==> src/hdl/reindeer_pkg.sv <==
package reindeer_pkg;

    // ------------------------------------------------------------
    // widths
    // ------------------------------------------------------------

    // data and instruction word
    localparam int XLEN = 32;

    localparam int PC_BITS = 32;

    localparam int REG_ADDR_BITS = 5;

    // word address, the pc without its two low bits
    localparam int MEM_ADDR_BITS = 10;

    // ------------------------------------------------------------
    // instruction buffer
    // ------------------------------------------------------------

    localparam int INSTR_BUF_DEPTH = 2;

    localparam int INSTR_BUF_PTR_BITS = (INSTR_BUF_DEPTH > 1) ? $clog2(INSTR_BUF_DEPTH) : 1;

    // count has to hold the value INSTR_BUF_DEPTH itself
    localparam int INSTR_BUF_CNT_BITS = $clog2(INSTR_BUF_DEPTH + 1);

    // ------------------------------------------------------------
    // encodings
    // ------------------------------------------------------------

    // major opcodes, bits [6:0] of the instruction word
    typedef enum logic [6:0] {
        OPC_OP_IMM = 7'b0010011,
        OPC_OP     = 7'b0110011,
        OPC_LUI    = 7'b0110111,
        OPC_SYSTEM = 7'b1110011
    } opcode_e;

    // {instr[30], funct3}
    typedef enum logic [3:0] {
        ADD  = 4'b0000,
        SLL  = 4'b0001,
        SLT  = 4'b0010,
        SLTU = 4'b0011,
        XOR  = 4'b0100,
        SRL  = 4'b0101,
        OR   = 4'b0110,
        AND  = 4'b0111,
        SUB  = 4'b1000,
        SRA  = 4'b1101
    } alu_op_e;

endpackage

==> src/hdl/reindeer_reg_file.sv <==
`timescale 1ns/1ps

module reindeer_reg_file (
    input  logic                                   clk,
    input  logic                                   rst_n_i,
    input  logic [reindeer_pkg::REG_ADDR_BITS-1:0] rs1_addr_i,
    input  logic [reindeer_pkg::REG_ADDR_BITS-1:0] rs2_addr_i,
    input  logic [reindeer_pkg::REG_ADDR_BITS-1:0] dbg_addr_i,
    input  logic                                   we_i,
    input  logic [reindeer_pkg::REG_ADDR_BITS-1:0] wr_addr_i,
    input  logic [reindeer_pkg::XLEN-1:0]          wr_data_i,
    output logic [reindeer_pkg::XLEN-1:0]          rs1_data_o,
    output logic [reindeer_pkg::XLEN-1:0]          rs2_data_o,
    output logic [reindeer_pkg::XLEN-1:0]          dbg_data_o
);

    import reindeer_pkg::*;

    logic [XLEN-1:0] regs [2**REG_ADDR_BITS];

    // x0 is cleared at reset and never written
    always_ff @(posedge clk) begin
        if (!rst_n_i) begin
            for (int i = 0; i < 2**REG_ADDR_BITS; i++) begin
                regs[i] <= '0;
            end
        end else if (we_i && (wr_addr_i != '0)) begin
            regs[wr_addr_i] <= wr_data_i;
        end
    end

    // asynchronous reads
    assign rs1_data_o = regs[rs1_addr_i];
    assign rs2_data_o = regs[rs2_addr_i];
    assign dbg_data_o = regs[dbg_addr_i];

endmodule

==> src/hdl/reindeer_fetch.sv <==
`timescale 1ns/1ps

module reindeer_fetch (
    input  logic                                   clk,
    input  logic                                   rst_n_i,
    input  logic                                   start_i,
    input  logic [reindeer_pkg::PC_BITS-1:0]       start_addr_i,
    input  logic                                   paused_i,
    input  logic                                   buf_full_i,
    input  logic                                   mem_read_ack_i,
    input  logic [reindeer_pkg::XLEN-1:0]          mem_read_data_i,
    output logic                                   mem_read_en_o,
    output logic [reindeer_pkg::MEM_ADDR_BITS-1:0] mem_addr_o,
    output logic                                   push_o,
    output logic [reindeer_pkg::XLEN-1:0]          push_word_o,
    output logic [reindeer_pkg::PC_BITS-1:0]       push_pc_o,
    output logic                                   outstanding_o
);

    import reindeer_pkg::*;

    typedef enum logic [1:0] {
        FETCH_IDLE,
        FETCH_REQUEST,
        FETCH_WAIT,
        FETCH_DROP
    } fetch_state_e;

    fetch_state_e         state_q;
    logic [PC_BITS-1:0]   pc_q;
    logic                 restart;
    logic                 issue;
    logic                 in_flight;

    // start is only honoured while the core is paused
    assign restart   = start_i & paused_i;
    assign in_flight = (state_q == FETCH_WAIT) || (state_q == FETCH_DROP);

    // one read at a time, and only into a free slot
    assign issue = (state_q == FETCH_REQUEST) & ~buf_full_i & ~paused_i;

    assign mem_read_en_o = issue;
    assign mem_addr_o    = pc_q[MEM_ADDR_BITS+1:2];

    // the word goes to the buffer in the ack cycle
    assign push_o      = (state_q == FETCH_WAIT) & mem_read_ack_i & ~restart;
    assign push_word_o = mem_read_data_i;
    assign push_pc_o   = pc_q;

    // a dropped read never lands in the buffer, so it holds no slot
    assign outstanding_o = (state_q == FETCH_WAIT);

    always_ff @(posedge clk) begin
        if (!rst_n_i) begin
            state_q <= FETCH_IDLE;
            pc_q    <= '0;
        end else if (restart) begin
            pc_q <= start_addr_i;
            // an old read still in flight, its ack must be thrown away
            if (in_flight && !mem_read_ack_i) begin
                state_q <= FETCH_DROP;
            end else begin
                state_q <= FETCH_REQUEST;
            end
        end else begin
            case (state_q)
                FETCH_REQUEST: begin
                    if (issue) begin
                        state_q <= FETCH_WAIT;
                    end else if (paused_i) begin
                        state_q <= FETCH_IDLE;
                    end
                end
                FETCH_WAIT: begin
                    if (mem_read_ack_i) begin
                        pc_q    <= pc_q + PC_BITS'(4);
                        state_q <= paused_i ? FETCH_IDLE : FETCH_REQUEST;
                    end
                end
                FETCH_DROP: begin
                    if (mem_read_ack_i) begin
                        state_q <= FETCH_REQUEST;
                    end
                end
                // idle waits for the next start
                default: state_q <= FETCH_IDLE;
            endcase
        end
    end

endmodule

==> src/hdl/reindeer_instr_buffer.sv <==
`timescale 1ns/1ps

module reindeer_instr_buffer (
    input  logic                             clk,
    input  logic                             rst_n_i,
    input  logic                             start_i,
    input  logic                             paused_i,
    input  logic                             push_i,
    input  logic [reindeer_pkg::XLEN-1:0]    push_word_i,
    input  logic [reindeer_pkg::PC_BITS-1:0] push_pc_i,
    input  logic                             pop_i,
    input  logic                             outstanding_i,
    output logic                             not_empty_o,
    output logic                             full_o,
    output logic [reindeer_pkg::XLEN-1:0]    head_word_o,
    output logic [reindeer_pkg::PC_BITS-1:0] head_pc_o
);

    import reindeer_pkg::*;

    logic [XLEN-1:0]               word_mem [INSTR_BUF_DEPTH];
    logic [PC_BITS-1:0]            pc_mem   [INSTR_BUF_DEPTH];
    logic [INSTR_BUF_PTR_BITS-1:0] wr_ptr_q;
    logic [INSTR_BUF_PTR_BITS-1:0] rd_ptr_q;
    logic [INSTR_BUF_CNT_BITS-1:0] count_q;
    logic [INSTR_BUF_CNT_BITS:0]   occupancy;
    logic                          clear;

    function automatic logic [INSTR_BUF_PTR_BITS-1:0] next_ptr(
        input logic [INSTR_BUF_PTR_BITS-1:0] ptr
    );
        if (ptr == INSTR_BUF_PTR_BITS'(INSTR_BUF_DEPTH - 1)) begin
            return '0;
        end
        return ptr + 1'b1;
    endfunction

    assign clear = start_i & paused_i;

    // the read in flight already owns a slot
    assign occupancy   = {1'b0, count_q} + {{INSTR_BUF_CNT_BITS{1'b0}}, outstanding_i};
    assign full_o      = occupancy >= (INSTR_BUF_CNT_BITS + 1)'(INSTR_BUF_DEPTH);
    assign not_empty_o = (count_q != '0);

    assign head_word_o = word_mem[rd_ptr_q];
    assign head_pc_o   = pc_mem[rd_ptr_q];

    // storage
    always_ff @(posedge clk) begin
        if (push_i) begin
            word_mem[wr_ptr_q] <= push_word_i;
            pc_mem[wr_ptr_q]   <= push_pc_i;
        end
    end

    // pointers and count
    always_ff @(posedge clk) begin
        if (!rst_n_i || clear) begin
            wr_ptr_q <= '0;
            rd_ptr_q <= '0;
            count_q  <= '0;
        end else begin
            if (push_i) begin
                wr_ptr_q <= next_ptr(wr_ptr_q);
            end
            if (pop_i) begin
                rd_ptr_q <= next_ptr(rd_ptr_q);
            end
            if (push_i && !pop_i) begin
                count_q <= count_q + 1'b1;
            end else if (pop_i && !push_i) begin
                count_q <= count_q - 1'b1;
            end
        end
    end

endmodule

==> src/hdl/reindeer_execute.sv <==
`timescale 1ns/1ps

module reindeer_execute (
    input  logic                                   clk,
    input  logic                                   rst_n_i,
    input  logic                                   start_i,
    input  logic                                   not_empty_i,
    input  logic [reindeer_pkg::XLEN-1:0]          head_word_i,
    input  logic [reindeer_pkg::PC_BITS-1:0]       head_pc_i,
    input  logic [reindeer_pkg::REG_ADDR_BITS-1:0] dbg_reg_addr_i,
    output logic                                   pop_o,
    output logic                                   paused_o,
    output logic [reindeer_pkg::PC_BITS-1:0]       peek_pc_o,
    output logic [reindeer_pkg::XLEN-1:0]          peek_ir_o,
    output logic [reindeer_pkg::XLEN-1:0]          dbg_reg_data_o
);

    import reindeer_pkg::*;

    opcode_e                 opcode;
    alu_op_e                 alu_op;
    logic [2:0]              funct3;
    logic                    alt_bit;
    logic [REG_ADDR_BITS-1:0] rs1_addr;
    logic [REG_ADDR_BITS-1:0] rs2_addr;
    logic [REG_ADDR_BITS-1:0] rd_addr;
    logic [XLEN-1:0]         rs1_data;
    logic [XLEN-1:0]         rs2_data;
    logic [XLEN-1:0]         imm_i;
    logic [XLEN-1:0]         imm_u;
    logic [XLEN-1:0]         operand_b;
    logic [4:0]              shamt;
    logic [XLEN-1:0]         alu_result;
    logic [XLEN-1:0]         wb_data;
    logic                    supported;
    logic                    wb_en;
    logic                    halt;
    logic                    paused_q;

    // ------------------------------------------------------------
    // decode
    // ------------------------------------------------------------
    assign opcode   = opcode_e'(head_word_i[6:0]);
    assign funct3   = head_word_i[14:12];
    assign rs1_addr = head_word_i[19:15];
    assign rs2_addr = head_word_i[24:20];
    assign rd_addr  = head_word_i[11:7];

    assign imm_i = {{(XLEN-12){head_word_i[31]}}, head_word_i[31:20]};
    assign imm_u = {head_word_i[31:12], 12'b0};

    // bit 30 picks SUB and SRA, ADDI has no SUB form
    assign alt_bit = ((funct3 == 3'b101) || ((opcode == OPC_OP) && (funct3 == 3'b000)))
                     ? head_word_i[30] : 1'b0;
    assign alu_op  = alu_op_e'({alt_bit, funct3});

    always_comb begin
        case (opcode)
            OPC_OP_IMM, OPC_OP, OPC_LUI: supported = 1'b1;
            // ebreak and ecall pause the core
            OPC_SYSTEM:                  supported = 1'b0;
            default:                     supported = 1'b0;
        endcase
    end

    // ------------------------------------------------------------
    // ALU
    // ------------------------------------------------------------
    assign operand_b = (opcode == OPC_OP) ? rs2_data : imm_i;
    assign shamt     = operand_b[4:0];

    always_comb begin
        case (alu_op)
            ADD:     alu_result = rs1_data + operand_b;
            SUB:     alu_result = rs1_data - operand_b;
            SLL:     alu_result = rs1_data << shamt;
            SLT:     alu_result = XLEN'($signed(rs1_data) < $signed(operand_b));
            SLTU:    alu_result = XLEN'(rs1_data < operand_b);
            XOR:     alu_result = rs1_data ^ operand_b;
            SRL:     alu_result = rs1_data >> shamt;
            SRA:     alu_result = $signed(rs1_data) >>> shamt;
            OR:      alu_result = rs1_data | operand_b;
            AND:     alu_result = rs1_data & operand_b;
            default: alu_result = '0;
        endcase
    end

    assign wb_data = (opcode == OPC_LUI) ? imm_u : alu_result;

    // ------------------------------------------------------------
    // control and write back
    // ------------------------------------------------------------
    // one instruction per cycle while running
    assign pop_o = not_empty_i & ~paused_q;
    assign wb_en = pop_o & supported;
    assign halt  = pop_o & ~supported;

    always_ff @(posedge clk) begin
        if (!rst_n_i) begin
            paused_q  <= 1'b1;
            peek_pc_o <= '0;
            peek_ir_o <= '0;
        end else begin
            if (start_i && paused_q) begin
                paused_q <= 1'b0;
            end else if (halt) begin
                paused_q <= 1'b1;
            end
            // halting instruction shows up here as well
            if (pop_o) begin
                peek_pc_o <= head_pc_i;
                peek_ir_o <= head_word_i;
            end
        end
    end

    assign paused_o = paused_q;

    reindeer_reg_file u_reg_file (
        .clk        (clk),
        .rst_n_i    (rst_n_i),
        .rs1_addr_i (rs1_addr),
        .rs2_addr_i (rs2_addr),
        .dbg_addr_i (dbg_reg_addr_i),
        .we_i       (wb_en),
        .wr_addr_i  (rd_addr),
        .wr_data_i  (wb_data),
        .rs1_data_o (rs1_data),
        .rs2_data_o (rs2_data),
        .dbg_data_o (dbg_reg_data_o)
    );

endmodule

==> src/hdl/reindeer_core.sv <==
`timescale 1ns/1ps

module reindeer_core (
    input  logic                                   clk,
    input  logic                                   rst_n_i,
    input  logic                                   start_i,
    input  logic [reindeer_pkg::PC_BITS-1:0]       start_addr_i,
    output logic [reindeer_pkg::MEM_ADDR_BITS-1:0] mem_addr_o,
    output logic                                   mem_read_en_o,
    input  logic [reindeer_pkg::XLEN-1:0]          mem_read_data_i,
    input  logic                                   mem_read_ack_i,
    input  logic [reindeer_pkg::REG_ADDR_BITS-1:0] ocd_reg_read_addr_i,
    output logic [reindeer_pkg::XLEN-1:0]          ocd_reg_data_o,
    output logic [reindeer_pkg::PC_BITS-1:0]       peek_pc_o,
    output logic [reindeer_pkg::XLEN-1:0]          peek_ir_o,
    output logic                                   processor_paused_o
);

    import reindeer_pkg::*;

    logic               paused;
    logic               buf_full;
    logic               outstanding;
    logic               push;
    logic [XLEN-1:0]    push_word;
    logic [PC_BITS-1:0] push_pc;
    logic               pop;
    logic               not_empty;
    logic [XLEN-1:0]    head_word;
    logic [PC_BITS-1:0] head_pc;

    assign processor_paused_o = paused;

    // ------------------------------------------------------------
    // producer
    // ------------------------------------------------------------
    reindeer_fetch u_fetch (
        .clk             (clk),
        .rst_n_i         (rst_n_i),
        .start_i         (start_i),
        .start_addr_i    (start_addr_i),
        .paused_i        (paused),
        .buf_full_i      (buf_full),
        .mem_read_ack_i  (mem_read_ack_i),
        .mem_read_data_i (mem_read_data_i),
        .mem_read_en_o   (mem_read_en_o),
        .mem_addr_o      (mem_addr_o),
        .push_o          (push),
        .push_word_o     (push_word),
        .push_pc_o       (push_pc),
        .outstanding_o   (outstanding)
    );

    reindeer_instr_buffer u_buffer (
        .clk           (clk),
        .rst_n_i       (rst_n_i),
        .start_i       (start_i),
        .paused_i      (paused),
        .push_i        (push),
        .push_word_i   (push_word),
        .push_pc_i     (push_pc),
        .pop_i         (pop),
        .outstanding_i (outstanding),
        .not_empty_o   (not_empty),
        .full_o        (buf_full),
        .head_word_o   (head_word),
        .head_pc_o     (head_pc)
    );

    // ------------------------------------------------------------
    // consumer
    // ------------------------------------------------------------
    reindeer_execute u_execute (
        .clk            (clk),
        .rst_n_i        (rst_n_i),
        .start_i        (start_i),
        .not_empty_i    (not_empty),
        .head_word_i    (head_word),
        .head_pc_i      (head_pc),
        .dbg_reg_addr_i (ocd_reg_read_addr_i),
        .pop_o          (pop),
        .paused_o       (paused),
        .peek_pc_o      (peek_pc_o),
        .peek_ir_o      (peek_ir_o),
        .dbg_reg_data_o (ocd_reg_data_o)
    );

endmodule

==> config.mk <==
export PLATFORM = sky130hd
export DESIGN_NAME = reindeer_core
export DESIGN_NICKNAME = d
export VERILOG_FILES = /design/src/hdl/reindeer_pkg.sv /design/src/hdl/reindeer_reg_file.sv /design/src/hdl/reindeer_fetch.sv /design/src/hdl/reindeer_instr_buffer.sv /design/src/hdl/reindeer_execute.sv /design/src/hdl/reindeer_core.sv
export SDC_FILE = /design/constraint.sdc
export NUM_CORES = 2
export LEC_CHECK = 0
export ABC_AREA = 0
export BUFFER_PORTS_ARGS = -buffer_cell sky130_fd_sc_hd__buf_2
export CAP_MARGIN = 5
export CORE_ASPECT_RATIO = 1.2
export CORE_MARGIN = 3
export CORE_UTILIZATION = 35
export CTS_CLUSTER_DIAMETER = 200
export DETAILED_ROUTE_END_ITERATION = 8
export PLACE_DENSITY = 0.6
export REMOVE_ABC_BUFFERS = 1
export SYNTH_ARGS = -nofsm -noshare
export SYNTH_HDL_FRONTEND = slang
export SYNTH_SLANG_ARGS = --single-unit
==> constraint.sdc <==
create_clock -name clk -period 10.7 [get_ports clk]
set_input_delay 2.14 -clock clk [delete_from_list [all_inputs] [get_ports clk]]
set_output_delay 2.14 -clock clk [all_outputs]
set_load 0.005 [all_outputs]
# --- Yosys cells after proc, flatten, opt, wreduce, memory -nomap -nowiden ---
# Memories as Yosys holds them, arrays and structs flattened. A register that Yosys moved wholly into a read port is not among the register bits.
# Cells that the tools add are included.
word_totals:
  ff_bits: 71
  latch_bits: 0
  mem_bits_rw: 1152
  romBits: 0
  input_bits: 73
  output_inout_bits: 108
  wordCells: 125
  mem_count: 3
memory_table:
  columns: ["name", "depth", "word_bits", "rd", "rd_clocked_by_memory_dff", "wr", "line", "source"]
  rows:
  - ["u_execute.u_reg_file.regs", 32, 32, 3, 0, 32, "reindeer_reg_file.sv:19", "logic [XLEN-1:0] regs [2**REG_ADDR_BITS];"]
  - ["u_buffer.pc_mem", 2, 32, 1, 1, 1, "reindeer_instr_buffer.sv:22", "logic [PC_BITS-1:0] pc_mem [INSTR_BUF_DEPTH];"]
  - ["u_buffer.word_mem", 2, 32, 1, 1, 1, "reindeer_instr_buffer.sv:21", "logic [XLEN-1:0] word_mem [INSTR_BUF_DEPTH];"]
classes:
  add_sub_neg: 8
  mul: 0
  div_mod_pow: 0
  order_cmp: 3
  eq_ne: 19
  shift: 3
  muxes: 41
  bitwise: 15
  reduce_logical: 26
op_table:
  columns: ["operator", "n"]
  rows:
  - ["one-hot mux 32 bit (10 select lines)", 1]
  - ["2-to-1 mux 32 bit", 6]
  - ["< comparator 32 bit", 2]
  - ["adder 32 x 3 -> 32 bit (second input constant)", 1]
  - ["adder 32 bit", 1]
  - ["AND 32 bit", 1]
  - ["OR 32 bit", 1]
  - ["OR reduction 32 bit", 1]
  - ["<< shifter 32 x 5 -> 32 bit", 1]
  - [">> shifter 32 x 5 -> 32 bit", 1]
  - [">>> shifter 32 x 5 -> 32 bit", 1]
  - ["subtractor 32 bit", 1]
  - ["bitwise XOR 32 bit", 1]
  - ["2-to-1 mux 1 bit", 24]
  - ["equality test 4 x 3 -> 1 bit (second input constant)", 4]
  - ["2-to-1 mux 2 bit", 8]
  - ["equality test 7 x 6 -> 1 bit (second input constant)", 2]
  - ["nonzero test 2 bit", 5]
  - ["AND 1 bit", 8]
  - ["equality test 4 x 2 -> 1 bit (second input constant)", 2]
  - ["equality test 4 bit (second input constant)", 2]
  - ["equality test 7 x 5 -> 1 bit (second input constant)", 1]
  - ["logical AND 1 bit", 6]
  - ["one-hot mux 2 bit (3 select lines)", 1]
  - ["other kinds (22)", 33]

# --- Depth between registers and ports, before layout ---
logic_depth:
  ltp_word: 10
  ltp_mapped: 32

# --- By module ---
# From an unflattened synthesis, not the netlist that was laid out.
hier_totals:
  hier_cells: 8183
  area_unflattened_um2: 84049.4
by_module_without_submodules:
  columns: ["module", "n_inst", "cells_each", "area_each_um2", "seq_area_each_um2"]
  rows:
  - ["reindeer_reg_file", 1, 5767, 64503.1, 30749.5]
  - ["reindeer_execute", 1, 1879, 12273.0, 1301.2]
  - ["reindeer_instr_buffer", 1, 223, 4857.2, 3943.8]
  - ["reindeer_fetch", 1, 314, 2416.1, 680.7]

# --- Worst setup path before layout ---
# No wires, ideal clock.
synth_path:
  kind: "input -> output"
  startpoint: "input ocd_reg_read_addr_i[0] (netlist name)"
  endpoint: "output ocd_reg_data_o[0] (netlist name)"
  t_arrival_ns: 4.554
  setup_slack_ns: 4.006
  cell_stages: 6
  path_cell_list: "clkbuf_1 -> buf_1 -> buf_1 -> mux4_2 -> mux4_2 -> mux2_2"
synth_via:
  elab_chain_len: 1
synth_lines:
  columns: ["element", "line", "source"]
  rows:
  - ["from (decl)", "reindeer_core.sv:12", "input logic [reindeer_pkg::REG_ADDR_BITS-1:0] ocd_reg_read_addr_i,"]
  - ["memory read (32 x 32 bit)", null, null]
  - ["to (decl)", "reindeer_core.sv:13", "output logic [reindeer_pkg::XLEN-1:0] ocd_reg_data_o,"]
# Every way passes these cells.

==> metrics.csv <==
metric,value,unit
relSlewSlack,3.146,%
ant_nets,0,
wire_per_inst,36.39,um
firstDrtPassIters,8,
grt_pass1_wl,551800,um
maxCapViolations,0,
vias_per_cell,6.888,
antenna_found_initial,33,
hold_class,reg -> reg,
grt.busiest_layer,met2,
critical_path_class,reg -> reg,
clock_skew,0.08882,ns
worst_slew_pin_slew,1.444,ns
p_per_area,128.5,nW/um^2
worst_hold_slack,0.4537,ns
cts_buffers,148,
cts_setup_buffers,0,
grt_max_degree,121,
clock-root-buffer,clkbuf_16,
netlist_area,83940,um^2
grt_usage,31.45,%
dp_hpwl,250300,um
finalHoldViolations,0,
peakVddDrop,0.0001192,V
synth_top_cell_area_share,41.21,%
yosysSeqAreaShare,43.69,%
r2r_cells,25,
period_minus_slack,9.082,ns
status,"complete, no violations",
rsz0062_at_grt,false,
nFillCells,22740,
h-tree-depth,4,
power.leakage,31.82,nW
clock.fmax,0.1101,GHz
required,11.24,ns
holdPathEnd,u_buffer.pc_mem[1][0],
yosys_warnings,0,
avgSynthCellArea,10.67,um^2
num_io_pins,181,
grtUsageMet1,36.81,%
place_congestion,1.029,
cts_tree,done,
cp-end-kind,flip-flop,
start_kind,flip-flop,
seq_area,36680,um^2
use_met2,46.85,%
dieArea,245800,um^2
final_common_cell,nor2_1,
synth-seq-cells,1256,
holdPathStages,0,
drv_slew,0,
finalSetupViolCount,0,
gr-total-overflow,0,
synth_edf_count,1152,
rr_endpoint,u_execute.u_reg_file.regs[5][0],
drive_gt1_share,20.82,%
async_flop_share,0,%
drc_errors,0,
synthTopCellsByArea,"edfxtp_1 (41%), mux4_2 (17%), nor2_1 (5.5%)",
vias,75740,
multi_input_area,43870,um^2
period_share,84.88,%
min_from,u_fetch.push_pc_o[0],
cts.sinks,1256,
clk_transition_reported_paths,0.06,ns
met3_usage,10.39,%
synthFlopType,edfxtp_1,
hold_buffers,0,
synth_cell_types,106,
drtIter0Drc,13830,
portBuffers,180,
arrival,9.62,ns
std_cell_rows,196,
rrSetupSlack,1.62,ns
core,238100,um^2
worstSkewPairLatency,0.85,ns
cts_resized,0,
initial_core_util,35.25,%
crit_fanout,92,
synth_largest_area_cell,edfxtp_1,
final_nets,7887,
fp.dieH,542.5,um
die_x,453.1,um
final_cell_mix,"nor2_1 (1220), edfxtp_1 (1152), mux4_2 (618), nand2_1 (617), nor3_1 (438)",
p_total,11.96,mW
clockBufferDepth,4,
wl,400100,um
final_util,39.10,%
area_growth,10.92,%
synth_cells,7867,
first_global_vias,72130,
## cell usage after synthesis, types with 46 or more instances
| cell type | instances |
|---|---|
| a22oi_1 | 92 |
| nand3_1 | 301 |
| o22ai_1 | 177 |
| o211ai_1 | 118 |
| mux2_2 | 81 |
| nand2_1 | 670 |
| nor2_1 | 1238 |
| buf_4 | 46 |
| nor3_1 | 450 |
| and3_1 | 47 |
| a31oi_1 | 55 |
| edfxtp_1 | 1152 |
| buf_1 | 105 |
| o21bai_1 | 82 |
| o21ai_0 | 355 |
| nor3_2 | 62 |
| ha_1 | 101 |
| mux4_2 | 618 |
| inv_1 | 124 |
| mux2i_1 | 280 |
| buf_2 | 222 |
| clkbuf_1 | 411 |
| dfxtp_1 | 104 |
| a21oi_1 | 274 |
| a211oi_1 | 150 |
## report_power, final
group          switching, mW  internal [mW]  leakage (nW)
registers              0.140           5.51          12.6
logic                  0.757          0.444          16.9
clock network           2.17           2.95          2.32
## worst max-delay path, stage by stage (launching register included)
cell	delay (ns)
dfxtp_4	0.85
buf_4	0.53
mux2i_4	0.39
buf_12	0.49
o21ai_0	0.18
and3_1	0.23
a211o_1	0.27
a222oi_1	1.06
inv_1	0.17
ha_1	0.30
inv_1	0.10
fa_1	0.21
a21oi_1	0.08
o21bai_1	0.20
a21oi_1	0.15
nor3_1	0.80
o211ai_1	0.21
a221oi_1	0.50
o41a_1	0.29
nand4_1	0.18
nand2_1	0.13
a221o_1	0.32
o221ai_1	0.20
nor3_2	0.32
buf_4	0.41
nor2_1	0.09
## worst max-delay path by stage
stage / startpoint / end / slack [ns] / cells past startpoint
6_report: flip-flop / u_execute.u_reg_file.regs[5][0] / 1.62 / 25
5_1_grt: flip-flop / u_execute.u_reg_file.regs[3][0] / 1.37 / 25
4_1_cts: flip-flop / u_execute.u_reg_file.regs[31][0] / 1.78 / 23
3_5_place_dp: flip-flop / u_execute.u_reg_file.regs[6][0] / 1.82 / 23
3_3_place_gp: flip-flop / u_execute.u_reg_file.regs[6][0] / 1.80 / 25
2_1_floorplan: flip-flop / u_execute.u_reg_file.regs[10][5] / -7.81 / 17
## per-stage QoR
step	instance area (um^2)	setup TNS (ns)	cells	worst slack, ns
after floorplan	80380	-9302.94	7089	-7.806
after global placement	88300	0	10730	1.804
after detailed placement	88300	0	10730	1.818
after CTS	93010	0	10980	1.776
after global routing	93080	0	10990	1.368
final	93110	0	11000	1.618
## state kept, by name, indices dropped and copies added (netlist names), named ones only
signal,count
u_buffer.count_q,2
u_fetch.state_q,2
u_buffer.pc_mem,64
u_buffer.rd_ptr_q,1
u_buffer.word_mem,64
u_fetch.push_pc_o,32
u_buffer.wr_ptr_q,1
u_execute.paused_o,1
u_execute.peek_ir_o,32
u_execute.u_reg_file.regs,1024
u_execute.peek_pc_o,32
## kinds of logic after synthesis
logic type	after synthesis	synth area share, %
AOI/OAI and AO/OA	1615	12.72
DFF	1256	43.69
adders and majority gates	103	1.553
and+or+nand+nor	2905	15.27
other	1	0.004467
xor gates and xnor gates	59	0.6156
buffers and inverters	941	4.974
muxes	987	21.17
## per-layer routing
metal,vias to the layer above,part of all wire [%]
li1,29670,-
met1,36900,32
met2,7046,43
met3,2069,15
met4,44,10
met5,-,0.078
## cell type report
type | count | area share [%]
diodes | 12 | 0.03225
clock buffers | 185 | 4.350
clock inverters | 70 | 0.7001
inverters | 132 | 0.5375
multi-input cells | 5701 | 47.11
flip-flops and latches | 1256 | 39.39
well taps | 3168 | 4.257
repair buffers | 472 | 3.617
Note: power is estimated with default switching activity, not from simulation.
